**src/hw/ram_lane.sv**
```systemverilog
`timescale 1ns/1ns
`default_nettype none

module ram_lane #(
    parameter int mem_words = 256
) (
    input  wire logic                         clk,
    input  wire logic                         en,
    input  wire logic                         we,
    input  wire logic [$clog2(mem_words)-1:0] index,
    input  wire logic [7:0]                   wdata,
    output logic [7:0]                        rdata
);

    localparam int index_width = $clog2(mem_words);

    // one byte per word of the data memory
    logic [7:0] mem [2**index_width];

    // read-before-write, read register holds while en is low
    always_ff @(posedge clk) begin
        if (en) begin
            if (we) begin
                mem[index] <= wdata;
            end
            rdata <= mem[index];
        end
    end

endmodule

`default_nettype wire

```
**config.mk**
```make
export PLATFORM = sky130hd
export DESIGN_NAME = ram_lane
export DESIGN_NICKNAME = d
export VERILOG_FILES = /design/src/hw/ram_lane.sv
export SDC_FILE = /design/constraint.sdc
export NUM_CORES = 2
export LEC_CHECK = 0
export ABC_CLOCK_PERIOD_IN_PS = 2640
export BUFFER_PORTS_ARGS = -buffer_cell sky130_fd_sc_hd__buf_2
export CAP_MARGIN = 20
export CORE_MARGIN = 2
export CORE_UTILIZATION = 40
export DETAILED_ROUTE_END_ITERATION = 10
export PLACE_DENSITY_LB_ADDON = 0.15
export SLEW_MARGIN = 20
export SYNTH_ARGS = -nofsm -noshare
export SYNTH_HDL_FRONTEND = slang
export SYNTH_SLANG_ARGS = --single-unit
```
**constraint.sdc**
```tcl
create_clock -name clk -period 2.64 [get_ports clk]
set_input_delay 0 -clock clk [delete_from_list [all_inputs] [get_ports clk]]
set_output_delay 0 -clock clk [all_outputs]
set_load 0.1 [all_outputs]
```
==> results.sh <==
export IMPL_finalPower_uw=68700
export IMPL_clock_fmax_mhz=382
export IMPL_finish_utilization=0.482
export IMPL_grt_first_pass_wirelength_mm=298
export IMPL_slew_violations=0
export IMPL_drc_errors=0
export IMPL_dr_pass1_iters=5
export IMPL_area_growth_syn_to_layout_pct=19.8
export IMPL_die_y_um=447
export IMPL_initial_core_util=0.402
export IMPL_final_nets=4220
export IMPL_fillers=16000
export IMPL_grt_max_degree=105
export IMPL_slowest_stage="o41ai_4"
export IMPL_antenna_found_initial=11
export IMPL_cts_buffers=210
export IMPL_setup_viol=0
export IMPL_min_period_over_period=0.992
export IMPL_synth_area_mm2=0.0784
export IMPL_die_w_um=447
export IMPL_gr_total_overflow=0
export IMPL_clk_pin_slew_ns=0.06
export IMPL_peakVddDrop_mv=0.652
export IMPL_synth_cell_types=21
export IMPL_drive_above_1_share=0.350
export IMPL_syn_nets=3544
export IMPL_ys_ff_latch=2056
export IMPL_routed_wl_mm=208
export IMPL_ant_nets=0
export IMPL_hold_path_class="input port to register"
export IMPL_cts_path_max_buffers=3
export IMPL_rows=162
export IMPL_cp_max_fo=1
export IMPL_status="complete, no violations"
export IMPL_wl_per_cell_um=29.7
export IMPL_cts_setup_buffers=0
export IMPL_tightest_slew_ns=0.847
export IMPL_clkLatencyLatePin_ns=0.83
export IMPL_cap_violations=0
export IMPL_crit_type="register to register"
export IMPL_p_leak_uw=0.0299
export IMPL_core_mm2=0.195
export IMPL_final_common_cell="edfxtp_1"
export IMPL_multi_input_area_mm2=0.0159
export IMPL_cts_tree="yes"
export IMPL_ff_latch_area_mm2=0.0617
export IMPL_postSynthCellCount=3525
export IMPL_end_kind="register"
export IMPL_dpl_cell_area_mm2=0.0868
export IMPL_place_gp_congestion=0.786
export IMPL_min_period_ns=2.62
export IMPL_dieArea_mm2=0.199
export IMPL_cp_cell_sequence="mux4_2 -> a22oi_1 -> a21oi_1 -> o41ai_4 -> buf_4 -> nand4_1"
export IMPL_dpl_hpwl_mm=131
export IMPL_finish_instance_area_mm2=0.0939
export IMPL_ioPinCount=27
export IMPL_grt_pass1_vias=39800
export IMPL_via_count=38800
export IMPL_cp_start_kind="register"
export IMPL_powerDensity_mw_per_mm2=732
export IMPL_critPathRequiredTime_ns=3.21
export IMPL_hold_ws_ns=0.0957
export IMPL_syn_avg_cell_area_um2=22.2
export IMPL_ys_warn_count=0
export IMPL_relSlewSlack=0.434
export IMPL_cp_arrival_ns=3.19
export IMPL_htreeDepth=4
export IMPL_finalHoldViolCount=0
export IMPL_io_buffers=26
export IMPL_vias_per_cell=5.54
export IMPL_drt_iter0_drc=3707
export IMPL_slowest_delay_ns=0.61
export IMPL_cts_root_buffer_cell="clkbuf_16"
export IMPL_track_usage=0.211
export IMPL_clkSinkCount=2056
export IMPL_skew_ns=0.0214
export IMPL_layout_common_cells="2056 x edfxtp_1, 575 x buf_4, 512 x mux4_2"
export IMPL_yosysSeqAreaShare=0.788
## logic make-up (layout without fill, tap and decap cells)
kind of cell	after synthesis	after routing	synth area share
AOI/OAI and AO/OA	416	416	0.0363
buffers and inverters	225	1075	0.0127
DFF	2056	2056	0.788
muxes	512	512	0.147
other	0	3	0
and+or+nand+nor	316	316	0.0160
## routing by layer
metal,GRT usage,vias up,part of all wire
li1,-,16400,-
met1,0.301,20900,0.43
met2,0.331,1262,0.47
met3,0.0402,327,0.068
met4,0.0593,8,0.027
met5,0,-,0.00025
## registers in the layout (all words and copies together), names as in the netlist
signal,count
mem,2048
rdata,8
## synthesized netlist by cell type
cell         n  area (um^2)
a21oi_1    128          641
a22oi_1    256         1920
nor3b_1      2         15.0
buf_1       23         86.3
nor2b_1      6         37.5
and2_1       2         12.5
nand2_1     30          113
nor3_1       1         5.00
buf_4       12         90.1
nand2b_1     2         12.5
edfxtp_1  2056        61700
buf_6        8         90.1
clkbuf_1   143          537
nor2_1     259          972
or2_2        1         6.26
and4_1       1         8.76
mux4_2     512        11500
nand3_1      4         20.0
o41ai_1     32          280
buf_2       39          195
nand4_1      8         50.1
## path summary, 6_finish.rpt
kind / startpoint / to / slack, ns / cells after the start
setup / recovery: mem[108][5]$_DFFE_PP_ / rdata[5]$_DFFE_PP_ / 0.02 / 6
hold reg to reg: mem[157][4]$_DFFE_PP_ / rdata[4]$_DFFE_PP_ / 1.09 / 5
hold / removal: index[4] / mem[252][3]$_DFFE_PP_ / 0.1 / 4
setup reg to reg: mem[108][5]$_DFFE_PP_ / rdata[5]$_DFFE_PP_ / 0.02 / 6
## critical path, delay by kind of cell, from the launching register on
family	cells	cell delay [ns]
DFF	1	0.37
buffers and inverters	1	0.21
AOI/OAI and AO/OA	3	1.24
and+or+nand+nor	1	0.08
muxes	1	0.45
## report_power, final
part           internal [uW]  switching [uW]  leakage [uW]  total [uW]
Clock                  16900           12300       0.00331       29200
Sequential             36000            34.6        0.0185       36000
Combinational           1370            2170       0.00808        3540
## cell type report
class,count,share of cell area
Timing Repair Buffer,689,0.0660
Multi-Input combinational cell,1244,0.169
Tap cell,2624,0.0350
Clock buffer,262,0.0594
Sequential cell,2056,0.658
Antenna cell,3,0.0000800
Clock inverter,124,0.0126
## through the flow
step | setup TNS (ns) | std cells | worst slack [ns]
6_report | 0 | 7002 | 0.0218
3_5_place_dp | -4.42 | 6602 | -0.744
4_1_cts | 0 | 6999 | 0.0137
3_3_place_gp | -6.62 | 6600 | -1.51
2_1_floorplan | 0 | 3525 | 0.380
5_1_grt | -0.0648 | 7000 | -0.0648
## what timing repair did
item	CTS	global route
cloned	0	0
endpoints found under the hold margin	1946	0
resized for setup	14	4
endpoints found under the setup margin	8	4
hold buffers	11	0
Note: power is estimated with default switching activity, not from simulation.
