### src/hw/mem_stage_pkg.sv
`default_nettype none

package mem_stage_pkg;

    // datapath widths
    localparam int xlen       = 64;
    localparam int inst_width = 32;
    localparam int op_width   = 24;
    localparam int lanes      = 8;
    localparam int lane_bits  = 3;

    // **********************************************************************
    // opcodes handled by the memory stage
    // **********************************************************************

    // loads
    localparam logic [op_width-1:0] op_lb  = 24'd11;
    localparam logic [op_width-1:0] op_lh  = 24'd12;
    localparam logic [op_width-1:0] op_lw  = 24'd13;
    localparam logic [op_width-1:0] op_lbu = 24'd14;
    localparam logic [op_width-1:0] op_lhu = 24'd15;
    localparam logic [op_width-1:0] op_lwu = 24'd41;
    localparam logic [op_width-1:0] op_ld  = 24'd42;

    // stores
    localparam logic [op_width-1:0] op_sb = 24'd16;
    localparam logic [op_width-1:0] op_sh = 24'd17;
    localparam logic [op_width-1:0] op_sw = 24'd18;
    localparam logic [op_width-1:0] op_sd = 24'd43;

    // link and csr
    localparam logic [op_width-1:0] op_jal   = 24'h000300;
    localparam logic [op_width-1:0] op_jalr  = 24'd4;
    localparam logic [op_width-1:0] op_csrrw = 24'd49;
    localparam logic [op_width-1:0] op_csrrs = 24'd50;

    // everything else that writes the alu result to rd
    localparam int alu_wb_count = 38;
    localparam logic [op_width-1:0] alu_wb_ops [alu_wb_count] = '{
        24'h004000, 24'h005000, 24'h006000, 24'h007000, 24'h008000, 24'h009000,
        24'h010000, 24'h012000, 24'h013000, 24'h014000, 24'h015000, 24'h016000,
        24'h017000, 24'h018000, 24'h019000, 24'h01a000, 24'h01b000, 24'h01d000,
        24'h021000, 24'h022000, 24'h024000, 24'h025000, 24'h026000, 24'h027000,
        24'h028000, 24'h029000, 24'h000100, 24'h000200, 24'h000400, 24'h000800,
        24'h000c00, 24'd19, 24'd20, 24'd21, 24'd22, 24'd23, 24'd24, 24'd47
    };

    // write-back source select
    localparam logic [1:0] wb_alu  = 2'd0;
    localparam logic [1:0] wb_link = 2'd1;
    localparam logic [1:0] wb_load = 2'd2;
    localparam logic [1:0] wb_src2 = 2'd3;

    // one memory word, seen as bytes or as 32-bit halves
    typedef union packed {
        logic [lanes-1:0][7:0] bytes;
        logic [1:0][31:0]      halves;
    } mem_word_t;

    // returns 1 if op writes rd, src gets the value source
    function automatic logic wb_source_of(input logic [op_width-1:0] op,
                                          output logic [1:0] src);
        logic writes;
        writes = 1'b1;
        src    = wb_alu;
        case (op)
            op_jal, op_jalr:                             src = wb_link;
            op_lb, op_lh, op_lw, op_lbu, op_lhu, op_lwu, op_ld: src = wb_load;
            op_csrrw, op_csrrs:                          src = wb_src2;
            default: begin
                // table lookup for the alu class
                writes = 1'b0;
                for (int i = 0; i < alu_wb_count; i++) begin
                    if (op == alu_wb_ops[i]) begin
                        writes = 1'b1;
                    end
                end
            end
        endcase
        return writes;
    endfunction

endpackage

`default_nettype wire
### src/hw/mem_stage_reg.sv
`timescale 1ns/1ns
`default_nettype none

module mem_stage_reg
    import mem_stage_pkg::*;
(
    input  wire logic                  clk,
    input  wire logic                  rst,
    input  wire logic                  capture,
    input  wire logic                  valid_in,
    input  wire logic [xlen-1:0]       pc_in,
    input  wire logic [inst_width-1:0] inst_in,
    input  wire logic [op_width-1:0]   opcode_in,
    input  wire logic [xlen-1:0]       alu_result_in,
    input  wire logic [xlen-1:0]       src2_in,
    output logic                       valid,
    output logic [xlen-1:0]            pc,
    output logic [inst_width-1:0]      inst,
    output logic [op_width-1:0]        opcode,
    output logic [xlen-1:0]            alu_result,
    output logic [xlen-1:0]            src2
);

    // **********************************************************************
    // ex/mem pipeline register
    // **********************************************************************

    always_ff @(posedge clk) begin
        if (rst) begin
            valid      <= 1'b0;
            pc         <= '0;
            inst       <= '0;
            opcode     <= '0;
            alu_result <= '0;
            src2       <= '0;
        end else if (capture) begin
            // bubbles get captured too, valid drops low
            valid      <= valid_in;
            pc         <= pc_in;
            inst       <= inst_in;
            opcode     <= opcode_in;
            alu_result <= alu_result_in;
            src2       <= src2_in;
        end
        // no capture: downstream stalled, hold everything
    end

endmodule

`default_nettype wire

### config.mk
export PLATFORM = sky130hd
export DESIGN_NAME = mem_stage_reg
export DESIGN_NICKNAME = d
export VERILOG_FILES = /design/src/hw/mem_stage_pkg.sv /design/src/hw/mem_stage_reg.sv
export SDC_FILE = /design/constraint.sdc
export NUM_CORES = 1
export LEC_CHECK = 0
export BUFFER_PORTS_ARGS = -buffer_cell sky130_fd_sc_hd__buf_2
export CORE_AREA = 10 10 188 190
export CTS_CLUSTER_SIZE = 16
export DETAILED_ROUTE_END_ITERATION = 8
export DIE_AREA = 0 0 198 200
export GPL_TIMING_DRIVEN = 0
export PLACE_DENSITY = 0.53
export REMOVE_ABC_BUFFERS = 1
export SYNTH_ARGS = -nofsm -noshare
export SYNTH_HDL_FRONTEND = slang
export SYNTH_SLANG_ARGS = --single-unit
### constraint.sdc
create_clock -name clk -period 1.1 [get_ports clk]
set_input_delay 0.055 -clock clk [delete_from_list [all_inputs] [get_ports clk]]
set_output_delay 0.055 -clock clk [all_outputs]
set_load 0.05 [all_outputs]
==> impl_metrics.yaml <==
yosys:
  synthSimpleGateAreaFrac: 0.103
  synth_top_area_share: 0.551
  yosys.area_share.xor_xnor: 0
  synth-compound-area-share: 0
  ys_warn_count: 0
  synth.top_cells.by_count: "dfxtp_1, mux2i_1, nor2_1"
  synth.distinct_cells: 10
  synthFlopType: "dfxtp_1"
  synthArstFlopShare: 0
  seq_area_frac_synth: 0.551
  yosys-mux-area-fraction: 0.276
  yosys.area.top_type: "dfxtp_1"
  postSynthCellCount: 803
  netlist_area_sq_um: 9040
  ys_seq_elements: 249
  synth_area_per_cell_sq_um: 11.3
  synth_fa_ha_area_frac: 0
  synth_top_family_by_area: "multiplexers"
  synth_edf_count: 0
  netlist_top_cells_area: "dfxtp_1, mux2i_1, nor2_1, buf_12, buf_2"
power:
  p_total_mw: 25.3
  ir_drop_v: 0.00130
  p_int_mw: 17.9
  clkPwrFrac: 0.349
  seqPwrFrac: 0.402
  power_density_nw_per_um2: 1410
  sw_frac_of_total: 0.293
  p_sw_mw: 7.43
  comb_power_share: 0.248
  p_leak_nw: 8.58
timing:
  fin_crit_ns: 1.13
  finalWorstSetupSlack_ns: -0.0293
  fmax_mhz: 885
  finalCritPeriodShare: 1.03
  hold_violations: 21
  worstMarginPinSlew_ns: 0.837
  max-slew-margin-rel: 0.442
  rsz0062_at_grt: "yes"
  finClkSkew_ns: 0
  final-max-slew-violation-count: 0
  finalSetupViolCount: 9
  setup_tns_ns: -0.0764
  hold_ws_ns: -0.0345
global_route:
  grt_max_degree: 128
  grt_pass1_vias: 9655
  antenna_found_initial: 2
  grt_pass1_wl_microns: 56200
  gr-total-overflow: 0
  track_usage: 0.178
critical_path:
  critPathSlowestCell: "dfxtp_4"
  cp_cell_sequence: "buf_8"
  cpPeakStageDelay_ns: 0.38
  endpoint_kind: "output pin"
  critPathLaunchType: "flop"
  crit_fanout: 2
  critPathKind: "reg -> out"
  cp.arrival_ns: 1.07
  required_ns: 1.04
  path_buf_inv: 1
  cp_top_family: "flip-flops"
die:
  dieArea_sq_um: 39600
  placementRows: 65
  core_area_sq_um: 31400
  io_pins: 501
  die_h_microns: 200
  initial_core_util: 0.288
  die_w_microns: 198
drt:
  top_layer_used: "met4"
  drt_wl_total_microns: 39100
  ant_nets: 0
  routedWlPerCell_microns: 19.7
  via_per_inst: 4.45
  dr_wl_met2_microns: 19700
  drtIter0Drc: 220
  dr_wl_met3_microns: 3610
  vias: 8820
  route.detailed.drc: 0
  dr.pass1.iters: 4
  wl_met1_microns: 14100
layout:
  fillers: 2372
  syn_to_final_growth_pct: 99.3
  nets: 1818
  drive_gt1_frac: 0.523
cts:
  cts_sinks: 249
  htree_levels: 1
  insertion_delay_ns: 0.53
  cts_made_buffers: 28
  cts_tree: "built"
  clock_path_buffers: 3
  clock-root-buffer: "clkbuf_16"
  cts.clk_slew.worst_paths_ns: 0.06
placement:
  place_ws_ns: -0.597
  port_buffers: 500
  gp_congestion: 0.812
  dp_hpwl_microns: 23200
status:
  status: "finished, violations left"
  failed_checks: "negative hold slack, negative setup slack"
hold_path:
  min_path_type: "in -> reg"
job:
  drv_cap: 0
final cells by class:
cell class | instances | area, sq um | area share
clock inverters | 1 | 7.51 | 0.000417
repair buffers | 789 | 7910 | 0.439
diodes | 3 | 7.51 | 0.000417
well taps | 402 | 503 | 0.0279
multi-input cells | 498 | 3430 | 0.190
clock buffers | 42 | 855 | 0.0474
flip-flops and latches | 249 | 5310 | 0.295
kinds of logic (layout without fill, tap and decap cells):
group	Yosys count	count (layout)
buf+inv	56	832
simple gates	249	249
flops	249	249
mux	249	249
other cells	0	3
cell usage in the layout, fill, tap and decap left out:
master,instances
bufbuf_16,1
clkbuf_16,30
dfxtp_4,5
buf_16,4
dlygate4sd3_1,250
clkinvlp_4,1
dfxtp_2,244
clkbuf_1,5
buf_6,7
diode_2,3
buf_8,244
buf_4,33
clkbuf_8,8
mux2i_1,249
buf_2,249
nor2_1,249
path summary, 6_finish.rpt:
check,from,endpoint,slack (ns),cells after the start
setup / recovery,src2[9],src2[9],-0.03,1
hold / removal,rst,src2[42],-0.03,2
setup reg to reg,pc[18],pc[18],0.22,4
hold reg to reg,alu_result[1],alu_result[1],0.50,2
state kept, by name (all words and copies together) (netlist names):
name        flops
alu_result     64
inst           32
opcode         24
pc             64
src2           64
valid           1
through the flow:
step	utilization	area [sq um]	hold slack, ns	cells
after floorplan	-	8410	0.127	747
after global placement	0.364	11400	0.288	1649
after detailed placement	0.368	11500	0.297	1653
after CTS	0.558	17500	-0.0349	1952
after global routing	0.574	18000	-0.0179	1983
final	0.574	18000	-0.0345	1984
power by group through the flow:
stage	Clock [mW]	Sequential (mW)	Combinational, mW
2_1_floorplan	0	11.9	0.762
3_3_place_gp	0	9.99	4.54
3_5_place_dp	0	10.0	4.29
4_1_cts	9.06	10.1	5.99
5_1_grt	9.44	10.2	6.57
6_report	8.85	10.2	6.29
what timing repair did:
action / in CTS / in global routing
gates resized for setup: 930 / 64
cloned: 1 / 1
setup buffers: 6 / 27
hold endpoints to repair: 249 / 5
setup endpoints to repair: 298 / 247
hold buffers: 249 / 1
metal layers:
metal,up-vias,track usage
li1,4184,-
met4,0,0.0715
met1,4169,0.186
met3,87,0.0707
met2,380,0.314
met5,-,0
Power figures use the tool's default switching activity.
