[config.mk]
export PLATFORM = sky130hd
export DESIGN_NAME = load_extract
export DESIGN_NICKNAME = d
export VERILOG_FILES = /design/src/hw/mem_stage_pkg.sv /design/src/hw/load_extract.sv
export SDC_FILE = /design/constraint.sdc
export NUM_CORES = 1
export LEC_CHECK = 0
export BUFFER_PORTS_ARGS = -buffer_cell sky130_fd_sc_hd__buf_2
export CORE_AREA = 2 2 74 76
export DETAILED_ROUTE_END_ITERATION = 8
export DIE_AREA = 0 0 76 78
export PLACE_DENSITY = 0.8
export SYNTH_ARGS = -nofsm -noshare
export SYNTH_HDL_FRONTEND = slang
export SYNTH_SLANG_ARGS = --single-unit
[constraint.sdc]
create_clock -name vclk -period 5.05
set_input_delay 1.2625 -clock vclk [all_inputs]
set_output_delay 1.2625 -clock vclk [all_outputs]
set_load 0.02 [all_outputs]
[src/hw/mem_stage_pkg.sv]
`default_nettype none

package mem_stage_pkg;

    // datapath widths
    localparam int xlen       = 64;
    localparam int inst_width = 32;
    localparam int op_width   = 24;
    localparam int lanes      = 8;
    localparam int lane_bits  = 3;

    // **********************************************************************
    // opcodes handled by the memory stage
    // **********************************************************************

    // loads
    localparam logic [op_width-1:0] op_lb  = 24'd11;
    localparam logic [op_width-1:0] op_lh  = 24'd12;
    localparam logic [op_width-1:0] op_lw  = 24'd13;
    localparam logic [op_width-1:0] op_lbu = 24'd14;
    localparam logic [op_width-1:0] op_lhu = 24'd15;
    localparam logic [op_width-1:0] op_lwu = 24'd41;
    localparam logic [op_width-1:0] op_ld  = 24'd42;

    // stores
    localparam logic [op_width-1:0] op_sb = 24'd16;
    localparam logic [op_width-1:0] op_sh = 24'd17;
    localparam logic [op_width-1:0] op_sw = 24'd18;
    localparam logic [op_width-1:0] op_sd = 24'd43;

    // link and csr
    localparam logic [op_width-1:0] op_jal   = 24'h000300;
    localparam logic [op_width-1:0] op_jalr  = 24'd4;
    localparam logic [op_width-1:0] op_csrrw = 24'd49;
    localparam logic [op_width-1:0] op_csrrs = 24'd50;

    // everything else that writes the alu result to rd
    localparam int alu_wb_count = 38;
    localparam logic [op_width-1:0] alu_wb_ops [alu_wb_count] = '{
        24'h004000, 24'h005000, 24'h006000, 24'h007000, 24'h008000, 24'h009000,
        24'h010000, 24'h012000, 24'h013000, 24'h014000, 24'h015000, 24'h016000,
        24'h017000, 24'h018000, 24'h019000, 24'h01a000, 24'h01b000, 24'h01d000,
        24'h021000, 24'h022000, 24'h024000, 24'h025000, 24'h026000, 24'h027000,
        24'h028000, 24'h029000, 24'h000100, 24'h000200, 24'h000400, 24'h000800,
        24'h000c00, 24'd19, 24'd20, 24'd21, 24'd22, 24'd23, 24'd24, 24'd47
    };

    // write-back source select
    localparam logic [1:0] wb_alu  = 2'd0;
    localparam logic [1:0] wb_link = 2'd1;
    localparam logic [1:0] wb_load = 2'd2;
    localparam logic [1:0] wb_src2 = 2'd3;

    // one memory word, seen as bytes or as 32-bit halves
    typedef union packed {
        logic [lanes-1:0][7:0] bytes;
        logic [1:0][31:0]      halves;
    } mem_word_t;

    // returns 1 if op writes rd, src gets the value source
    function automatic logic wb_source_of(input logic [op_width-1:0] op,
                                          output logic [1:0] src);
        logic writes;
        writes = 1'b1;
        src    = wb_alu;
        case (op)
            op_jal, op_jalr:                             src = wb_link;
            op_lb, op_lh, op_lw, op_lbu, op_lhu, op_lwu, op_ld: src = wb_load;
            op_csrrw, op_csrrs:                          src = wb_src2;
            default: begin
                // table lookup for the alu class
                writes = 1'b0;
                for (int i = 0; i < alu_wb_count; i++) begin
                    if (op == alu_wb_ops[i]) begin
                        writes = 1'b1;
                    end
                end
            end
        endcase
        return writes;
    endfunction

endpackage

`default_nettype wire
[src/hw/load_extract.sv]
`timescale 1ns/1ns
`default_nettype none

module load_extract
    import mem_stage_pkg::*;
(
    input  wire logic [op_width-1:0]  opcode,
    input  wire logic [lane_bits-1:0] byte_offset,
    input  wire logic [lanes*8-1:0]   lane_rdata,
    output logic [xlen-1:0]           load_value
);

    mem_word_t            word;
    logic [lane_bits-1:0] next_offset;
    logic [7:0]           byte_val;
    logic [15:0]          half_val;
    logic [31:0]          word_val;

    // lanes packed back into one word
    assign word        = mem_word_t'(lane_rdata);
    assign next_offset = byte_offset + lane_bits'(1);

    // **********************************************************************
    // pick the addressed part
    // **********************************************************************

    always_comb begin
        byte_val = word.bytes[byte_offset];
        // half at the last byte would wrap, gives zero
        if (byte_offset == '1) begin
            half_val = '0;
        end else begin
            half_val = {word.bytes[next_offset], word.bytes[byte_offset]};
        end
        // word half by offset bit 2
        word_val = word.halves[byte_offset[lane_bits-1]];
    end

    // sign or zero extension
    always_comb begin
        case (opcode)
            op_lb:   load_value = {{(xlen-8){byte_val[7]}}, byte_val};
            op_lh:   load_value = {{(xlen-16){half_val[15]}}, half_val};
            op_lw:   load_value = {{(xlen-32){word_val[31]}}, word_val};
            op_lbu:  load_value = {{(xlen-8){1'b0}}, byte_val};
            op_lhu:  load_value = {{(xlen-16){1'b0}}, half_val};
            op_lwu:  load_value = {{(xlen-32){1'b0}}, word_val};
            op_ld:   load_value = word;
            // not a load
            default: load_value = '0;
        endcase
    end

endmodule

`default_nettype wire

==> run summary <==
The starting density of the core came out at 39.90%. The highest achievable clock rate came out at 0.2099 GHz. The number of hold violations in the final report was 0.

The number of buffers inserted by port buffering is 155. Each instance of the synthesized netlist takes up on average 8.489 um^2. Setup violations remaining at the end of the flow were counted as 0.

The static power due to leakage came out at 1.418 nW. The number of vias per cell after detailed routing is 6.031. Buffers added to address setup during post-CTS repair amount to 0. The HPWL reported at the end of detailed placement is 5.921 mm. In the global route stage, overall resource usage came out at 25.83%. The first-iteration detailed-routing DRC count is 175. The count of unresolved DRC violations after routing is 0. The worst relative slew slack came out at 47.36%. Walking the worst path, the cells encountered are buf_2, ha_1, ha_1, mux4_1, mux2i_1, nor2_1, o21ba_4, a221o_1, buf_2.

The number of iterations in the first detailed-routing pass came out at 4. The layout sequential cell count came out at 0. The final critical-path required period is 4.764 ns. The critical path depth is 9.

Setup repair after global routing left no endpoint under its margin. The end of the worst hold path is load_value[15]. In this run the worst hold path is classified as in2out. The via count of the first global-routing pass came out at 2563.

The final antenna-violating net count is 0. The via count of the routed design is 2690. The Yosys warning count came out at 0. Counting instances in the post-synthesis netlist gives the leading cell types as nand2_1 (36), a21oi_1 (35), mux4_2 (29).

The final weighted congestion in routability-driven placement came out at 0.8765. The finished cells cover 2846 um^2. The fraction of layout cells with a size suffix above 1 came out at 53.19%. Sorting the synthesized cells by area gives the leading types as mux4_2 (32%), a221o_1 (11%), mux2i_1 (10%), a21oi_1 (8.7%), nand2_1 (6.7%). The synthesized design spends more area on one cell type than any other, namely mux4_2.

The die boundary width is 76 um. The share of synthesized area occupied by flip-flops and latches is 0%. The number of instances in the synthesized netlist came out at 237. The number of antenna violations at the first check in global routing came out at 0. Among cell families on the critical path, the largest total delay comes from multiplexers. The number of core rows is 26. The total negative slack for setup checks came out at 0 ns. Summed over its instances, the top area cell type makes up 32.46% of the synthesized netlist area. For this design the ratio of total power to cell area is 61.96 nW/um^2. The die outline height came out at 78 um. The classification of the worst setup path is in2out.

The placed cell area is 2846 um^2. The net count after synthesis is 330. The portion of synthesized area spent on multiplexers is 43.72%. After clock tree synthesis, the flow added hold-fix buffers numbering 0. The adder-cell area share of the yosys netlist came out at 1.244%. The number of clock buffer instances in the layout came out at 0.

The largest net degree at the start of global routing came out at 36. Once the clock tree was built, the resizer swapped 0 gates to a different size. The fraction of synthesized cell area in xor and xnor cells came out at 0%. The final core utilization came out at 56.45%. The data required time at the worst endpoint came out at 3.79 ns. The number of cells on the worst hold path is 3. The total number of nets in the final design is 471.

Data arrives at the worst endpoint at 3.50 ns. The sum of routed wire length over all layers came out at 7.982 mm. 0 antenna diodes ended up in the layout. The sum of overflow across all layers after global routing is 0. In this run the count of I/O pins placed on the die edge is 155.

The tightest hold path in the finished design has a slack of 2.885 ns. The final worst-path cycle share is 94.34%. The peak supply drop is 33.34 uV. The core footprint is 5042 um^2. Across the whole layout, storage elements account for 0 um^2. STA classifies the critical path startpoint as an input pin. The largest stage delay on the critical path is 0.55 ns. The count of unique library cells instantiated by Yosys is 32. The largest fanout of any net on the critical path is 15. The flow ran to the end, and the final reports show no timing, DRC or antenna violations. After Yosys synthesis, and, or, nand and nor cells account for 18.59% of the synthesized area. By area, the combinational part of the netlist is dominated by multiplexers. The max-slew violation count was 0. The synthesis-to-layout area growth came out at 41.48%. At the pin with the least slew margin, the transition time is 0.7880 ns. The slowest stage of the critical path belongs to the cell mux4_1. The area enclosed by the die boundary is 5928 um^2.

The worst hold path begins at lane_rdata[15]. The first-pass GRT wire length is 12.77 mm. The number of buffers and inverters on the critical path is 2. The most instantiated library cell after synthesis is nand2_1. The synthesized netlist devotes 29.73% of its cell area to compound gates. The number of filler cells placed in the layout is 463. The cell area that synthesis handed to floorplanning was 2012 um^2. The average routed wire per standard cell came out at 17.90 um. The worst setup path is captured at an output port. The design draws 0.1764 mW. The reported max-cap violation count came out at 0.
==> power breakdown <==
| part | internal, mW | total (mW) | switching, mW |
|---|---|---|---|
| logic | 0.0941 | 0.176 | 0.0822 |
| clock network | 0 | 0 | 0 |
| registers | 0 | 0 | 0 |
==> cells by family after synthesis <==
kind of cell	count (synthesis)
compound gates	80
buf+inv	28
mux	50
fa+ha+maj	2
simple gates	77
==> how the worst max path moves through the flow <==
stage	to	slack, ns	from
6_report	load_value[28]	0.29	byte_offset[0]
5_1_grt	load_value[8]	0.18	byte_offset[2]
4_1_cts	load_value[28]	0.29	byte_offset[0]
3_5_place_dp	load_value[28]	0.29	byte_offset[0]
3_3_place_gp	load_value[23]	0.37	byte_offset[0]
2_1_floorplan	load_value[16]	0.43	byte_offset[0]
==> through the flow <==
| stage | setup WS [ns] | cells |
|---|---|---|
| finish | 0.2857 | 446 |
| floorplan | 0.4260 | 237 |
| global route | 0.1816 | 446 |
| detailed placement | 0.2876 | 446 |
| CTS | 0.2879 | 446 |
| global placement | 0.3684 | 446 |
==> final cells by class <==
| cell class | instances | area [um^2] | area share, % |
|---|---|---|---|
| tap | 70 | 87.58 | 3.077 |
| multi-input combinational | 209 | 1881 | 66.07 |
| timing repair buffer | 167 | 878.3 | 30.86 |
==> metal layers <==
| metal | vias up | GRT usage [%] | share of wire (%) |
|---|---|---|---|
| met5 | - | 0 | 0 |
| met4 | 0 | 2.545 | 0.36 |
| met3 | 4 | 3.488 | 10 |
| met2 | 169 | 48.13 | 51 |
| met1 | 1259 | 33.02 | 38 |
| li1 | 1258 | - | - |
==> cell usage in the layout (no fill, tap or decap), types with 2 or more instances in the layout <==
cell       instances
buf_2            155
nand2_1           36
a21oi_1           34
mux4_2            29
a221o_1           23
mux2i_1           20
nor2_1            13
buf_4             11
o2bb2ai_1          8
a211o_1            8
nor2b_1            5
nand3_1            4
nand2b_1           3
or4_1              3
nor4_1             3
nor3_1             2
and4_1             2
o21ai_0            2
ha_1               2
==> tightest hold or removal path, cell delays in order <==
cell and delay [ns]:
buf_2 0.10, a211o_1 0.11, buf_2 0.15
Power figures use the tool's default switching activity.
