**src/hw/mem_stage_pkg.sv**
```systemverilog
`default_nettype none

package mem_stage_pkg;

    // datapath widths
    localparam int xlen       = 64;
    localparam int inst_width = 32;
    localparam int op_width   = 24;
    localparam int lanes      = 8;
    localparam int lane_bits  = 3;

    // **********************************************************************
    // opcodes handled by the memory stage
    // **********************************************************************

    // loads
    localparam logic [op_width-1:0] op_lb  = 24'd11;
    localparam logic [op_width-1:0] op_lh  = 24'd12;
    localparam logic [op_width-1:0] op_lw  = 24'd13;
    localparam logic [op_width-1:0] op_lbu = 24'd14;
    localparam logic [op_width-1:0] op_lhu = 24'd15;
    localparam logic [op_width-1:0] op_lwu = 24'd41;
    localparam logic [op_width-1:0] op_ld  = 24'd42;

    // stores
    localparam logic [op_width-1:0] op_sb = 24'd16;
    localparam logic [op_width-1:0] op_sh = 24'd17;
    localparam logic [op_width-1:0] op_sw = 24'd18;
    localparam logic [op_width-1:0] op_sd = 24'd43;

    // link and csr
    localparam logic [op_width-1:0] op_jal   = 24'h000300;
    localparam logic [op_width-1:0] op_jalr  = 24'd4;
    localparam logic [op_width-1:0] op_csrrw = 24'd49;
    localparam logic [op_width-1:0] op_csrrs = 24'd50;

    // everything else that writes the alu result to rd
    localparam int alu_wb_count = 38;
    localparam logic [op_width-1:0] alu_wb_ops [alu_wb_count] = '{
        24'h004000, 24'h005000, 24'h006000, 24'h007000, 24'h008000, 24'h009000,
        24'h010000, 24'h012000, 24'h013000, 24'h014000, 24'h015000, 24'h016000,
        24'h017000, 24'h018000, 24'h019000, 24'h01a000, 24'h01b000, 24'h01d000,
        24'h021000, 24'h022000, 24'h024000, 24'h025000, 24'h026000, 24'h027000,
        24'h028000, 24'h029000, 24'h000100, 24'h000200, 24'h000400, 24'h000800,
        24'h000c00, 24'd19, 24'd20, 24'd21, 24'd22, 24'd23, 24'd24, 24'd47
    };

    // write-back source select
    localparam logic [1:0] wb_alu  = 2'd0;
    localparam logic [1:0] wb_link = 2'd1;
    localparam logic [1:0] wb_load = 2'd2;
    localparam logic [1:0] wb_src2 = 2'd3;

    // one memory word, seen as bytes or as 32-bit halves
    typedef union packed {
        logic [lanes-1:0][7:0] bytes;
        logic [1:0][31:0]      halves;
    } mem_word_t;

    // returns 1 if op writes rd, src gets the value source
    function automatic logic wb_source_of(input logic [op_width-1:0] op,
                                          output logic [1:0] src);
        logic writes;
        writes = 1'b1;
        src    = wb_alu;
        case (op)
            op_jal, op_jalr:                             src = wb_link;
            op_lb, op_lh, op_lw, op_lbu, op_lhu, op_lwu, op_ld: src = wb_load;
            op_csrrw, op_csrrs:                          src = wb_src2;
            default: begin
                // table lookup for the alu class
                writes = 1'b0;
                for (int i = 0; i < alu_wb_count; i++) begin
                    if (op == alu_wb_ops[i]) begin
                        writes = 1'b1;
                    end
                end
            end
        endcase
        return writes;
    endfunction

endpackage

`default_nettype wire
```
**src/hw/store_align.sv**
```systemverilog
`timescale 1ns/1ns
`default_nettype none

module store_align
    import mem_stage_pkg::*;
#(
    parameter int mem_words = 256
) (
    input  wire logic                         capture,
    input  wire logic                         valid_in,
    input  wire logic [op_width-1:0]          opcode_in,
    input  wire logic [xlen-1:0]              addr_in,
    input  wire logic [xlen-1:0]              src2_in,
    output logic [lanes-1:0]                  lane_we,
    output logic [lanes*8-1:0]                lane_wdata,
    output logic [$clog2(mem_words)-1:0]      word_index
);

    localparam int index_width = $clog2(mem_words);

    logic [lane_bits-1:0] offset;
    logic [lanes-1:0]     mask;
    // shift in bits, byte offset times 8
    logic [lane_bits+2:0] shamt;
    logic                 upper_half;

    assign offset     = addr_in[lane_bits-1:0];
    assign upper_half = offset[lane_bits-1];

    // word address, wraps at mem_words
    assign word_index = addr_in[lane_bits +: index_width];

    // **********************************************************************
    // lane mask and data shift per store width
    // **********************************************************************

    always_comb begin
        mask  = '0;
        shamt = '0;
        case (opcode_in)
            op_sb: begin
                mask  = lanes'(1) << offset;
                shamt = {offset, 3'b000};
            end
            op_sh: begin
                // half crossing the word edge writes nothing
                if (offset != '1) begin
                    mask  = lanes'(3) << offset;
                    shamt = {offset, 3'b000};
                end
            end
            op_sw: begin
                // word goes to low or high half, low offset bits ignored
                mask  = {{(lanes/2){upper_half}}, {(lanes/2){~upper_half}}};
                shamt = {upper_half, {(lane_bits-1){1'b0}}, 3'b000};
            end
            op_sd: begin
                mask = '1;
            end
            default: begin
                mask = '0;
            end
        endcase
    end

    // only a real store at a capture edge touches the lanes
    assign lane_we = (capture && valid_in) ? mask : '0;

    // low operand bytes moved up to their lanes
    assign lane_wdata = src2_in << shamt;

endmodule

`default_nettype wire

```
**config.mk**
```make
export PLATFORM = sky130hd
export DESIGN_NAME = store_align
export DESIGN_NICKNAME = d
export VERILOG_FILES = /design/src/hw/mem_stage_pkg.sv /design/src/hw/store_align.sv
export SDC_FILE = /design/constraint.sdc
export NUM_CORES = 1
export LEC_CHECK = 0
export BUFFER_PORTS_ARGS = -buffer_cell sky130_fd_sc_hd__buf_4
export CAP_MARGIN = 10
export CORE_AREA = 3 3 88 90
export DETAILED_ROUTE_END_ITERATION = 8
export DIE_AREA = 0 0 91 93
export PLACE_DENSITY = 0.86
export SLEW_MARGIN = 20
export SYNTH_ARGS = -nofsm -noshare
export SYNTH_HDL_FRONTEND = slang
export SYNTH_SLANG_ARGS = --single-unit
```
**constraint.sdc**
```tcl
create_clock -name vclk -period 5.6
set_input_delay 0.56 -clock vclk [all_inputs]
set_output_delay 0.56 -clock vclk [all_outputs]
set_load 0.05 [all_outputs]
```
==> reports/results.txt, run 1 <==
Die footprint - 0.00846 mm^2
Most used cell, CP - buf_4
CP delay by family, top - simple AND/OR/NAND/NOR gates
Via-to-Cell Ratio - 6.99
Largest cells by area after synthesis - mux2i_1 18%, a21oi_1 5.8%, o2bb2ai_1 4.8%
Initial drt markers - 730
Syn Area/Cell - 6.85 um^2
# fillers - 702
Diodes inserted - 0
Seq cells - 0
Die height - 93 um
FF+latch area - 0 um^2
Post-CTS sizing - 0
Internal - 0.121 mW
Seq pwr share - 0
Synth area leader - mux2i_1
Largest net degree at the start of global routing - 37
Pleak - 1.70 nW
Final Hold Violating Endpoints - 0
Post-DR wirelength/cell - 21.6 um
Drt total wl - 13700 um
Max_cap viols - 0
Final period utilization - 0.782
Sw Ratio - 0.618
Crit-path max cell delay - 0.74 ns
Min Tclk post-route - 4.38 ns
Initial Util - 0.386
Dpl cell area - 0.00399 mm^2
Final GP Congestion - 0.908
Critical path class - in2out
Critical path depth - 8
Row cnt - 31
Antenna violations before repair - 0
Area share of the largest cell type after synthesis - 0.182
Clk_buf instances - 0
Net Count, Synth - 560
Post-Syn Area - 0.00276 mm^2
Hold WC Path Type - in2out
First-pass GRT wire length - 20600 um
Mapped Cells - 402
Critical-path top delay cell - nor3_2
Power per cell area - 79.4 mW/mm^2
Worst endpoint data arrival time - 3.82 ns
CP Launch Point - addr_in[0]
Commonest cells in the netlist - 50 x mux2i_1, 32 x a21oi_1, 29 x nand2_1
CTS Hold Bufs - 0
Nets - 695
Worst Min Path Start - addr_in[3]
Total number of yosys warnings - 0
Overall routing resource usage - 0.292
Clk pwr share - 0
Net Sw Power - 0.196 mW
Dpl hpwl - 9830 um
Hold Crit Depth - 0
Core Box Area - 0.00714 mm^2
Combinational share of power - 1.000
Final Setup Violations - 0
GRT overflow - 0
Distinct cells, synth - 52
Number of global-route vias before repair - 4099
RSZ-0062 raised after global routing - no
Fin cells - 634
Area Overhead vs Synth - 44.6%
Vias - 4431
Req. time, crit path - 5.04 ns
I/O pin total - 234
Worst rel slew slack - 0.248
DRC Markers - 0
Die Wd - 91 um
DRT Pass-1 Iters - 6
Crit. End Element - output port
# port buffers - 165
Layout cells sized above 1 - 0.351
Max-slew violation count - 0
Placed Cells incl. Taps - 634
Setup TNS - 0 ns
Type of origin of the critical path - primary input
Final ANT Viol Nets - 0
Final Cell Area - 0.00399 mm^2
Setup bufs post-CTS - 0
CP Max Fanout - 25
Peak supply drop - 0.0311 mV
Status - completed
Worst-margin pin slew - 1.12 ns
Top-count cell post-synth - mux2i_1
CP Cell Sequence - buf_4, ha_1, o21ai_0, nand3_1, nor3_2, nand2_1, o2111ai_1, buf_4
Crit path buffers/inverters - 2
Max Freq - 228 MHz
Seq/Total Area, Yosys - 0
[cell families after synthesis]
logic type,count (synthesis),synth area share
adders and majority gates,4,0.0182
buffers and inverters,47,0.0845
and+or+nand+nor,134,0.270
AOI/OAI and AO/OA,166,0.442
muxes,51,0.186
[final cells by class]
cell class,instances,area (um^2),share of cell area
Tap cell,99,124,0.0311
Timing Repair Buffer,175,1310,0.330
Inverter,5,18.8,0.00471
Multi-Input combinational cell,355,2530,0.635
[power groups by stage]
stage                     clock (mW)  combinational (mW)  sequential (mW)
after CTS                          0               0.310                0
after global routing               0               0.330                0
final                              0               0.317                0
after floorplan                    0               0.194                0
after global placement             0               0.305                0
after detailed placement           0               0.310                0
[per-layer routing]
layer,part of all wire,global-route usage,wire length (um),vias to the layer above
met1,0.36,0.378,4920,1994
li1,-,-,-,1887
met4,0.042,0.124,574,0
met5,0,0,0,-
met2,0.45,0.460,6100,457
met3,0.15,0.0716,2110,93
[layout by cell type, fill, tap and decap left out, types with 2 or more instances in the layout]
cell type	instances
o2bb2ai_1	15
nor3b_1	2
nand3_1	15
nand4_1	17
inv_1	4
nor4_1	8
a2bb2oi_1	14
and2_1	13
nor3_1	3
a211oi_1	7
nor2b_1	2
o21ai_1	6
o22ai_1	15
o31ai_1	14
a22o_1	8
nor2_1	28
a221o_1	9
o21ai_0	11
ha_1	4
a22oi_1	16
nor3_2	5
a21oi_1	32
o2111ai_1	7
buf_4	175
mux2i_1	50
nand2_1	29
nor3_4	2
and3_1	3
[worst paths after layout]
path                    endpoint  slack (ns)
setup / recovery  lane_wdata[59]        1.22
hold / removal     word_index[0]        1.12
[through the flow]
stage	worst slack (ns)	hold WS (ns)	power [mW]	utilization
after floorplan	1.90	1.29	0.194	-
after global placement	1.42	1.12	0.305	0.558
after detailed placement	1.40	1.12	0.310	0.558
after CTS	1.38	1.12	0.310	0.558
after global routing	1.11	1.12	0.330	0.558
final	1.22	1.12	0.317	0.558
Power figures use the tool's default switching activity.
==> run 2: changes to the inputs <==
--- a/config.mk
+++ b/config.mk
@@ -7,9 +7,9 @@
 export LEC_CHECK = 0
 export BUFFER_PORTS_ARGS = -buffer_cell sky130_fd_sc_hd__buf_4
 export CAP_MARGIN = 10
-export CORE_AREA = 3 3 88 90
+export CORE_MARGIN = 3
+export CORE_UTILIZATION = 37
 export DETAILED_ROUTE_END_ITERATION = 8
-export DIE_AREA = 0 0 91 93
 export PLACE_DENSITY = 0.86
 export SLEW_MARGIN = 20
 export SYNTH_ARGS = -nofsm -noshare
==> constraint.sdc (replaced) <==
create_clock -name vclk -period 3.8
set_input_delay 0.38 -clock vclk [all_inputs]
set_output_delay 0.38 -clock vclk [all_outputs]
set_load 0.05 [all_outputs]
==> reports/results.txt, run 2 (synthesis gave the netlist of run 1 again) <==
Dpl hpwl - 10500 um
Critical-path top delay cell - nand3_1
Type of origin of the critical path - primary input
Initial drt markers - 522
First-pass GRT wire length - 21400 um
Most used cell, CP - buf_4
Status - completed
Fin cells - 648
Crit-path max cell delay - 0.65 ns
Clk_buf instances - 0
Req. time, crit path - 3.42 ns
Final Cell Area - 0.00411 mm^2
CP delay by family, top - simple AND/OR/NAND/NOR gates
CTS Hold Bufs - 0
Most frequent cells in the layout - 192 x buf_4, 50 x mux2i_1, 32 x a21oi_1
Most common cell after layout, fill and taps aside - buf_4
Pleak - 1.78 nW
Diodes inserted - 0
Setup TNS - 0 ns
Die height - 92.3 um
DRT Pass-1 Iters - 6
Pwr Total - 0.468 mW
Number of global-route vias before repair - 4135
CP Cell Sequence - buf_4, ha_1, nand3_1, nand3_1, nor3_1, buf_4, a221o_1, buf_4
Critical path class - in2out
Final period utilization - 0.903
Final ANT Viol Nets - 0
FF+latch area - 0 um^2
Area Overhead vs Synth - 49.1%
Worst rel slew slack - 0.434
Placed Cells incl. Taps - 648
Initial Util - 0.393
Hold WC Path Type - in2out
Overall routing resource usage - 0.305
I/O pin total - 234
Antenna violations before repair - 0
Worst endpoint data arrival time - 3.05 ns
Peak supply drop - 0.0530 mV
Layout cells sized above 1 - 0.371
Worst-margin pin slew - 0.846 ns
DRC Markers - 0
Final GP Congestion - 1.01
Max-slew violation count - 0
Final Setup Violations - 0
Core Box Area - 0.00702 mm^2
Power per cell area - 114 mW/mm^2
Crit path buffers/inverters - 3
Die footprint - 0.00852 mm^2
Via-to-Cell Ratio - 6.67
# port buffers - 165
# fillers - 686
Crit. End Element - output port
CP Max Fanout - 25
Seq cells - 0
Dpl cell area - 0.00411 mm^2
Max_cap viols - 0
Max Freq - 291 MHz
Largest net degree at the start of global routing - 33
Post-DR wirelength/cell - 21.6 um
Vias - 4319
RSZ-0062 raised after global routing - no
Post-CTS sizing - 0
Row cnt - 30
Final Hold Violating Endpoints - 0
Die Wd - 92.3 um
Setup bufs post-CTS - 0
Nets - 712
GRT overflow - 0
Min Tclk post-route - 3.43 ns
Drt total wl - 14000 um
[run 2: cell count changes in the layout (fill, tap and decap cells not counted), sizes merged]
cell / previous run / this run
buf: 175 / 192
[run 2: power breakdown]
| part | leakage (nW) | total (mW) | switching [mW] | internal, mW |
|---|---|---|---|---|
| clock | 0 | 0 | 0 | 0 |
| combinational | 1.78 | 0.468 | 0.287 | 0.180 |
| sequential | 0 | 0 | 0 | 0 |
| total | 1.78 | 0.468 | 0.287 | 0.180 |
[run 2: per-layer routing]
metal	track usage	up-vias	wire [um]
met5	0	-	0
met4	0.0891	0	403
met3	0.0536	60	1550
met2	0.522	345	6690
met1	0.391	1989	5320
li1	-	1925	-
[run 2: per-stage QoR]
step | util | worst slack, ns | hold slack (ns)
2_1_floorplan | - | 0.456 | 0.927
3_3_place_gp | 0.585 | 0.486 | 0.760
3_5_place_dp | 0.585 | 0.480 | 0.760
4_1_cts | 0.585 | 0.471 | 0.760
5_1_grt | 0.585 | 0.247 | 0.760
6_report | 0.585 | 0.368 | 0.760
[run 2: layout make-up]
cell class                      count  area (um^2)  share of cell area
Multi-Input combinational cell    355         2530               0.615
Tap cell                           96          120              0.0292
Timing Repair Buffer              192         1440               0.351
Inverter                            5         18.8             0.00457
[run 2: worst paths after layout]
kind                    from             end  depth (start not counted)
setup / recovery  addr_in[0]  lane_wdata[38]                          8
hold / removal    addr_in[7]   word_index[4]                          0
