`config.mk`:
```
export PLATFORM = sky130hd
export DESIGN_NAME = writeback_select
export DESIGN_NICKNAME = d
export VERILOG_FILES = /design/src/hw/mem_stage_pkg.sv /design/src/hw/writeback_select.sv
export SDC_FILE = /design/constraint.sdc
export NUM_CORES = 1
export LEC_CHECK = 0
export ABC_AREA = 1
export BUFFER_PORTS_ARGS = -buffer_cell sky130_fd_sc_hd__buf_2
export CAP_MARGIN = 15
export CORE_ASPECT_RATIO = 2
export CORE_MARGIN = 3
export CORE_UTILIZATION = 25
export DETAILED_ROUTE_END_ITERATION = 12
export GPL_TIMING_DRIVEN = 0
export PLACE_DENSITY_LB_ADDON = 0.25
export SLEW_MARGIN = 15
export SYNTH_ARGS = -nofsm -noshare
export SYNTH_HDL_FRONTEND = slang
export SYNTH_SLANG_ARGS = --single-unit
```
`constraint.sdc`:
```
create_clock -name vclk -period 2
set_input_delay 0.4 -clock vclk [all_inputs]
set_output_delay 0.4 -clock vclk [all_outputs]
set_load 0.02 [all_outputs]
```
`src/hw/mem_stage_pkg.sv`:
```
`default_nettype none

package mem_stage_pkg;

    // datapath widths
    localparam int xlen       = 64;
    localparam int inst_width = 32;
    localparam int op_width   = 24;
    localparam int lanes      = 8;
    localparam int lane_bits  = 3;

    // **********************************************************************
    // opcodes handled by the memory stage
    // **********************************************************************

    // loads
    localparam logic [op_width-1:0] op_lb  = 24'd11;
    localparam logic [op_width-1:0] op_lh  = 24'd12;
    localparam logic [op_width-1:0] op_lw  = 24'd13;
    localparam logic [op_width-1:0] op_lbu = 24'd14;
    localparam logic [op_width-1:0] op_lhu = 24'd15;
    localparam logic [op_width-1:0] op_lwu = 24'd41;
    localparam logic [op_width-1:0] op_ld  = 24'd42;

    // stores
    localparam logic [op_width-1:0] op_sb = 24'd16;
    localparam logic [op_width-1:0] op_sh = 24'd17;
    localparam logic [op_width-1:0] op_sw = 24'd18;
    localparam logic [op_width-1:0] op_sd = 24'd43;

    // link and csr
    localparam logic [op_width-1:0] op_jal   = 24'h000300;
    localparam logic [op_width-1:0] op_jalr  = 24'd4;
    localparam logic [op_width-1:0] op_csrrw = 24'd49;
    localparam logic [op_width-1:0] op_csrrs = 24'd50;

    // everything else that writes the alu result to rd
    localparam int alu_wb_count = 38;
    localparam logic [op_width-1:0] alu_wb_ops [alu_wb_count] = '{
        24'h004000, 24'h005000, 24'h006000, 24'h007000, 24'h008000, 24'h009000,
        24'h010000, 24'h012000, 24'h013000, 24'h014000, 24'h015000, 24'h016000,
        24'h017000, 24'h018000, 24'h019000, 24'h01a000, 24'h01b000, 24'h01d000,
        24'h021000, 24'h022000, 24'h024000, 24'h025000, 24'h026000, 24'h027000,
        24'h028000, 24'h029000, 24'h000100, 24'h000200, 24'h000400, 24'h000800,
        24'h000c00, 24'd19, 24'd20, 24'd21, 24'd22, 24'd23, 24'd24, 24'd47
    };

    // write-back source select
    localparam logic [1:0] wb_alu  = 2'd0;
    localparam logic [1:0] wb_link = 2'd1;
    localparam logic [1:0] wb_load = 2'd2;
    localparam logic [1:0] wb_src2 = 2'd3;

    // one memory word, seen as bytes or as 32-bit halves
    typedef union packed {
        logic [lanes-1:0][7:0] bytes;
        logic [1:0][31:0]      halves;
    } mem_word_t;

    // returns 1 if op writes rd, src gets the value source
    function automatic logic wb_source_of(input logic [op_width-1:0] op,
                                          output logic [1:0] src);
        logic writes;
        writes = 1'b1;
        src    = wb_alu;
        case (op)
            op_jal, op_jalr:                             src = wb_link;
            op_lb, op_lh, op_lw, op_lbu, op_lhu, op_lwu, op_ld: src = wb_load;
            op_csrrw, op_csrrs:                          src = wb_src2;
            default: begin
                // table lookup for the alu class
                writes = 1'b0;
                for (int i = 0; i < alu_wb_count; i++) begin
                    if (op == alu_wb_ops[i]) begin
                        writes = 1'b1;
                    end
                end
            end
        endcase
        return writes;
    endfunction

endpackage

`default_nettype wire
```
`src/hw/writeback_select.sv`:
```
`timescale 1ns/1ns
`default_nettype none

module writeback_select
    import mem_stage_pkg::*;
(
    input  wire logic                  valid,
    input  wire logic [xlen-1:0]       pc,
    input  wire logic [inst_width-1:0] inst,
    input  wire logic [op_width-1:0]   opcode,
    input  wire logic [xlen-1:0]       alu_result,
    input  wire logic [xlen-1:0]       src2,
    input  wire logic [xlen-1:0]       load_value,
    output logic                       reg_wr_wen,
    output logic [4:0]                 reg_wr_id,
    output logic [xlen-1:0]            reg_wr_value
);

    logic       writes;
    logic [1:0] src;
    logic [xlen-1:0] value;

    // decode rd write and its source
    always_comb begin
        writes = wb_source_of(opcode, src);
        case (src)
            wb_link: value = pc + xlen'(4);
            wb_load: value = load_value;
            wb_src2: value = src2;
            default: value = alu_result;
        endcase
    end

    // **********************************************************************
    // gate with stage valid
    // **********************************************************************

    assign reg_wr_wen   = valid && writes;
    // unknown opcode gives zero value
    assign reg_wr_value = reg_wr_wen ? value : '0;
    assign reg_wr_id    = valid ? inst[11:7] : 5'd0;

endmodule

`default_nettype wire

```
==> results of run 1 <==
## synthesized netlist by cell type
cell,instances
nand2_4,2
nor2_2,18
buf_6,8
buf_12,2
nand3_2,22
nand3b_1,1
nand2_1,397
nor2_1,288
clkbuf_1,8
o211ai_1,2
nand3b_4,1
o21ai_1,8
nand3_4,2
o21ai_4,1
inv_2,13
or2_2,1
nor3_1,11
inv_1,113
nand4_1,16
nand3_1,145
a21oi_1,23
and2_1,1
xor2_1,21
buf_8,1
o21ai_0,15
and3_1,2
nand2_2,5
o21bai_1,1
nor3b_1,2
xnor2_1,19
buf_2,17
ha_1,1
buf_4,11
nor2_4,6
nor2_8,1
## power groups by stage
stage | sequential [µW] | clock (µW) | combinational, µW
2_1_floorplan | 0 | 0 | 293
3_3_place_gp | 0 | 0 | 763
3_5_place_dp | 0 | 0 | 765
4_1_cts | 0 | 0 | 871
5_1_grt | 0 | 0.000201 | 1020
6_report | 0 | 0.000201 | 952
## how the worst min path moves through the flow
stage                  start           end  depth (start not counted)  slack (ns)
floorplan            inst[7]  reg_wr_id[0]                          2        0.93
global placement     inst[9]  reg_wr_id[2]                          4        1.10
detailed placement   inst[7]  reg_wr_id[0]                          4        1.10
CTS                 inst[11]  reg_wr_id[4]                          4        1.10
global route        inst[11]  reg_wr_id[4]                          4        1.11
finish              inst[11]  reg_wr_id[4]                          4        1.10
## layer usage
metal	global-route usage	vias to the layer above
met3	0.0437	174
met5	0	-
li1	-	4562
met4	0.236	0
met2	0.600	445
met1	0.279	4408
## cell usage in the layout, fill, tap and decap left out, types with 16 or more instances in the layout
cell type,n
nand2_2,50
buf_2,281
nand4_1,16
nand3_1,47
nor2_1,105
nand3_4,70
nand3_2,52
nand2_1,335
buf_4,51
inv_1,105
buf_12,26
nor2_4,146
buf_8,17
nand2_4,17
buf_6,87
nor2_2,61
## worst max-delay path, delay by kind of cell
family,cells,cell delay [ns]
and+or+nand+nor,10,1.16
buffers and inverters,5,0.63
## cell type report
class | instances | area, µm²
Timing Repair Buffer | 435 | 3290
Tap cell | 273 | 342
Antenna cell | 3 | 7.51
Multi-Input combinational cell | 1012 | 7490
Fill cell | 2117 | 9300
Buffer | 45 | 657
Inverter | 126 | 498
## stage by stage
stage	instances	utilization	TNS (ns)
floorplan	1185	-	-7.35
global placement	1813	0.390	-57.20
detailed placement	1813	0.390	-58.33
CTS	1879	0.523	-31.30
global route	1894	0.569	-38.84
finish	1894	0.569	-34.32
## cell families after synthesis
kind of cell,count (synthesis),synth area share
adders and majority gates,1,0.00228
buffers and inverters,173,0.149
AOI/OAI and AO/OA,50,0.0491
and+or+nand+nor,921,0.736
xor gates and xnor gates,40,0.0640
## timing repair
action | 4_1_cts | 5_1_grt
resized for setup | 542 | 190
endpoints found under the setup margin | 65 | 65
setup buffers | 54 | 11
hold buffers | 0 | 0
cloned | 12 | 9
pin swaps | 101 | 94
hold endpoints to repair | 0 | 0
==> impl_results.md, run 1 <==
* Outcome: complete, but fails checks
* Failing checks: negative setup slack
* Worst min path class: in -> out
* Comb pwr share at 1.000
* # IOs at ~380
* Initial Util at 0.254
* Largest area contributor in the netlist: nand2_1
* Slew Limit Fails at 0
* CP endpoint: reg_wr_value[26]
* Post-synthesis cell type count at 35
* Setup crit start: opcode[12]
* Die Ht at 215 µm
* Final WL at 40.3 mm
* Vias at around 9600
* DR top layer: met4
* Finished Cell Area at approximately 12000 µm²
* Antenna-violating nets left at 0
* Worst Path Arrival at roughly 2.2 ns
* Peak supply drop at about 74 µV
* Pwr dens at between 70 and 80 nW/µm²
* PnR worst setup slack at -0.604 ns
* Internal power at between 300 and 400 µW
* RSZ-0062 raised after global routing: true
* Net Sw Power at 573 µW
* Seq Cell Count at 0
* Synthesized Nets at approximately 1500
* Critical Path End Type: output pin
* Syn_area_per_cell at around 4.6 µm²
* Max Freq at approximately 0.38 GHz
* Vias in the first global route at around 10000
* Met3 WL post-DR at 2.03 mm
* Post-Syn Instances at around 1200
* Sequential share of power at 0
* Seq. cell area at 0 µm²
* Synth area leaders: nand2_1, nor2_1, nand3_1
* Sw Ratio at 0.602
* Placed Area at around 8400 µm²
* Crit-path cells: buf_2, nor2_4, nand2_4, inv_4, nand2_4, nor2_8, nand2_4, nand3_4, buf_12, nand2_8, buf_12, nor3_4, nor2_2, nor2_4, buf_6
* Total power at approximately 950 µW
* WHS at approximately 1.1 ns
* Final hold vios at 0
* # Max-Cap Violations at 0
* Row count at 76
* Slew @ Worst Pin at roughly 1 ns
* First-pass GRT wire length at ~56 mm
* Leakage at around 0.005 µW
* Setup Crit Path Kind: in -> out
* CP dominant cell by count: nand2_4
* Crit path required time at ~1.6 ns
* Share of cells above drive strength 1 at 0.588
* Core Area at approximately 22000 µm²
* Clk pwr share at 0
* Pre-CTS WS at -1.22 ns
* Crit path max fanout at 6
* GPL Wtd Cong at between 0.9 and 1
* IO buf count at roughly 360
* Number of vias per cell at between 5 and 6
* DR pass1 iterations at 5
* DP HPWL at 31.7 mm
* Remaining Overflow, GRT at 0
* Remaining DRCs at 0
* Largest net degree at the start of global routing at 11
* Fin crit share at 1.30
* Sequential area share after synthesis at 0
* DIE AREA at ~24000 µm²
* Top cell type's share of synthesized area at 0.272
* Worst setup SP type: input port
* Post-synthesis cell area at roughly 5500 µm²
* Met1 WL at ~12 mm
* YS warnings at 0
* Clk_buf instances at 0
* Tot GR Track Use at 0.308
* Met2 WL post-DR at roughly 22 mm
* Area growth syn-to-layout at 124%
* Final nets at roughly 1900
* CP max stage delay at 0.24 ns
* Final setup viols at 65
* Die Wd at around 110 µm
* Final min period at ~2.6 ns
* Crit-path slowest cell: nor3_4
* Slew margin rel. at 0.336
* Avg WL per Cell at between 20 and 25 µm
* DR iter-0 viols at approximately 440
* Initial antenna violation count at 3
Power figures use the tool's default switching activity.
==> run 2, diff against run 1 <==
PLACE_DENSITY_LB_ADDON = default   (was 0.25)
==> run 2 against run 1 <==
Compared with the run above:
- the flow still finishes with violations (negative setup slack)
- sequential share of layout area is the same
- die area is the same
- clock-buffer cell count is the same
- via count shrank 1.5%
- combinational power is essentially flat
- core utilization shrank 2.5 points
- sequential cell count is the same
- setup slack gained 0.031 ns
- highest routed layer is now met5
==> impl_results.md, run 2 (same netlist as run 1, synthesis figures left out) <==
* Outcome: complete, but fails checks
* Failing checks: negative setup slack
* Avg WL per Cell at slightly above 20 µm
* Slew margin rel. at 0.368
* Post-CTS Hold Buffers at 0
* Seq Cell Count at 0
* Tot GR Track Use at 0.304
* Pre-CTS WS at -1.17 ns
* Vias at between 9000 and 10000
* Initial Util at 0.254
* Leakage at 0.00489 µW
* RSZ-0062 raised after global routing: true
* Remaining Overflow, GRT at 0
* # IOs at 383
* Crit path max fanout at 5
* Die Ht at about 220 µm
* Total power at between 900 and 1000 µW
* Worst min path class: in -> out
* Final nets at ~1900
* Bufs and invs on worst path at 5
* Critical Path End Type: output pin
* Seq. cell area at 0 µm²
* DR pass1 iterations at 5
* Fin crit share at 1.29
* Pwr dens at ~80 nW/µm²
* Largest net degree at the start of global routing at 11
* GPL Wtd Cong at between 0.9 and 1
* Remaining DRCs at 0
* Initial antenna violation count at 2
* Setup Crit Path Kind: in -> out
* Final setup viols at 65
* Share of cells above drive strength 1 at 0.559
* WHS at about 1.1 ns
* Number of vias per cell at about 5
* Antenna-violating nets left at 0
* Area occupied by multi-input gates at a little over 7000 µm²
* Max Freq at between 0.3 and 0.4 GHz
* CP max stage delay at ~0.22 ns
* Top delay family on crit path: simple AND/OR/NAND/NOR gates
* Commonest non-fill, non-tap cell in the layout: nand2_1
* Final hold vios at 0
* Crit-path slowest cell: nor3_4
* Row count at 76
* PnR worst setup slack at -0.573 ns
* Peak supply drop at 65.1 µV
* Slew @ Worst Pin at between 0.9 and 1 ns
* # Max-Cap Violations at 0
* Worst setup SP type: input port
* DIE AREA at 23800 µm²
* Worst Path Arrival at 2.17 ns
* DR iter-0 viols at roughly 420
* Crit path required time at 1.60 ns
* Slew Limit Fails at 0
* Final WL at approximately 39 mm
* Vias in the first global route at ~10000
* Clk_buf instances at 0
* Die Wd at about 110 µm
* DP HPWL at between 30 and 40 mm
* Area growth syn-to-layout at 114%
* Final min period at between 2 and 3 ns
* Crit-path cells: buf_6, nor2_2, nand2_2, nor2_4, buf_6, nand3_4, nand3_4, buf_12, nand2_8, buf_8, nor3_4, nor2_2, nor2_4, buf_6
* CP dominant cell by count: buf_6
* First-pass GRT wire length at 55.9 mm
* FILL cells at roughly 2200
* Core Area at 21600 µm²
* IO buf count at about 360
* Most frequent cells in the layout: nand2_1, buf_2, nor2_4
==> run 2: area by class of cell <==
type                            count  share of cell area
Multi-Input combinational cell   1012               0.601
Timing Repair Buffer              425               0.275
Buffer                             45              0.0518
Inverter                          126              0.0420
Tap cell                          273              0.0291
Antenna cell                        1            0.000213
==> run 2: routing by layer <==
metal	track usage	up-vias	share of wire
li1	-	4544	-
met1	0.283	4292	0.31
met2	0.581	457	0.53
met3	0.0358	154	0.053
met4	0.242	2	0.10
met5	0	-	0.00033
==> run 2: power by group <==
| group | leakage (µW) | internal, µW | total, µW | switching (µW) |
|---|---|---|---|---|
| clock network | 0.00000000634 | 0.0000669 | 0.0000669 | 0 |
| registers | 0 | 0 | 0 | 0 |
| logic | 0.00489 | 381 | 950 | 569 |
==> run 2: metrics by stage <==
stage          instance area, µm²  utilization  TNS, ns  std cells
3_5_place_dp                 8430        0.390   -57.73       1813
4_1_cts                     11100        0.513   -29.89       1869
2_1_floorplan                6310            -    -7.35       1185
3_3_place_gp                 8430        0.390   -55.56       1813
6_report                    11700        0.544   -32.17       1882
5_1_grt                     11700        0.544   -36.76       1882
==> run 2: timing repair <==
action / 4_1_cts / 5_1_grt
buffers inserted: 46 / 12
pin swaps: 99 / 85
setup endpoints to repair: 65 / 65
cloned: 10 / 6
gates resized for setup: 501 / 140
==> run 2: path summary, 6_finish.rpt <==
check                      start          endpoint  slack (ns)  cells after the start
worst max-delay path  opcode[17]  reg_wr_value[26]       -0.57                     14
worst min-delay path     inst[8]      reg_wr_id[1]        1.10                      4
==> run 3, diff against run 2 <==
GPL_TIMING_DRIVEN = default   (was 0)
SETUP_SLACK_MARGIN = 0.1   (was default)
==> run 3 against run 2 <==
Compared with the run above:
- the run still ends with negative setup slack left
- combinational power up 21%
- total power increased by 21%
- sequential share of layout area stayed put
- first-iteration DRC count is 50% higher
==> impl_results.md, run 3 (same netlist as run 1, synthesis figures left out) <==
* Max Freq at 0.381 GHz
* CP max stage delay at between 0.2 and 0.3 ns
* Final min period at 2.63 ns
* Number of vias per cell at 5.07
* Final std cells w/o fill at between 2000 and 2500
* Clk_buf instances at 0
* Initial antenna violation count at 2
* Crit path required time at 1.60 ns
* Vias in the first global route at 10786
* Peak supply drop at 82.3 µV
* Share of cells above drive strength 1 at 0.633
* Commonest non-fill, non-tap cell in the layout: nand2_1
* Leakage at approximately 0.0059 µW
* Die Wd at between 100 and 150 µm
* Avg WL per Cell at slightly above 20 µm
* # IOs at 383
* Remaining Overflow, GRT at 0
* Die Ht at between 200 and 250 µm
* Placed Area at 10100 µm²
* Crit-path slowest cell: o21ai_4
* Top delay family on crit path: buffers and inverters
* Most frequent cells in the layout: nand2_1, buf_2, buf_4
* Vias at roughly 11000
* Area growth syn-to-layout at 147%
* Remaining DRCs at 0
* Setup Crit Path Kind: in -> out
* GPL Wtd Cong at about 1.1
* # Max-Cap Violations at 0
* Crit-path cells: buf_2, nor2_4, buf_4, nand4_1, nand2_2, buf_6, o21ai_4, buf_6, nand3_1, nor2_1, buf_4, nor2_4, nor2_4, buf_6
* Post-CTS Hold Buffers at 0
* Failing checks: negative setup slack
* Finished Cell Area at roughly 14000 µm²
* Final nets at roughly 2100
* DR pass1 iterations at 5
* Critical Path End Type: output pin
* Tot GR Track Use at 0.324
* Core Area at between 20000 and 25000 µm²
* DP HPWL at 32.9 mm
* Worst setup SP type: input port
* Slew margin rel. at 0.747
* DR iter-0 viols at about 640
* RSZ-0062 raised after global routing: true
* Total power at about 1200 µW
* Worst Path Arrival at between 2 and 2.5 ns
* Worst min path class: in -> out
* Antenna-violating nets left at 0
* Row count at between 70 and 80
* Seq Cell Count at 0
* Outcome: complete, but fails checks
* Inst Count DP at between 2000 and 2500
* Final WL at ~43 mm
* Pre-CTS WS at -0.838 ns
* Fin crit share at 1.31
* Final setup viols at 65
* IO buf count at 356
* DIE AREA at 23800 µm²
* Pwr dens at around 85 nW/µm²
* Slew Limit Fails at 0
* Final hold vios at 0
* PnR worst setup slack at -0.626 ns
* First-pass GRT wire length at 59.8 mm
* Initial Util at 0.254
* Seq. cell area at 0 µm²
* Largest net degree at the start of global routing at 33
* Slew @ Worst Pin at 0.377 ns
* Setup TNS at -36.69 ns
* Crit path max fanout at 10
* Bufs and invs on worst path at 6
run 3: cell types whose count changed in the layout (fill, tap and decap cells not counted), moves of 7 or more:
cell,change
nor2_1,-12
buf_16,+7
a21oi_2,-7
a21oi_4,+7
buf_4,+209
nand2_2,+21
nand3_4,+8
nand3_2,-11
o21ai_4,+9
nand2_1,-22
o21ai_1,-13
nor2_2,+16
run 3: area by class of cell:
| type | instances | area (µm²) |
|---|---|---|
| diodes | 2 | 5.00 |
| fillers | 1945 | 8040 |
| inverters | 126 | 488 |
| multi-input cells | 1012 | 7310 |
| well taps | 273 | 342 |
| repair buffers | 670 | 5400 |
run 3: stage by stage:
stage                util  hold slack [ns]
finish              0.628             1.10
detailed placement  0.470             1.10
global route        0.628             1.11
floorplan               -            0.931
global placement    0.470             1.10
CTS                 0.568             1.10
run 3: layer usage:
layer,GRT usage,part of all wire
met1,0.297,0.30
met2,0.647,0.55
met3,0.0225,0.047
met4,0.236,0.10
met5,0,0
run 3: final timing paths:
| check | end | depth (start not counted) | from | slack [ns] |
|---|---|---|---|---|
| max | reg_wr_value[37] | 14 | opcode[4] | -0.63 |
| min | reg_wr_id[4] | 4 | inst[11] | 1.10 |
run 3: what timing repair did:
action | in CTS | in global routing
gates cloned | 12 | 5
resized for setup | 427 | 235
buffers inserted | 27 | 15
endpoints found under the setup margin | 65 | 65
pin swaps | 83 | 108
run 3: power breakdown:
part	switching, µW	internal [µW]	leakage, µW
clock network	0	0.000134	0.0000000127
logic	621	531	0.00594
registers	0	0	0
total	621	531	0.00594
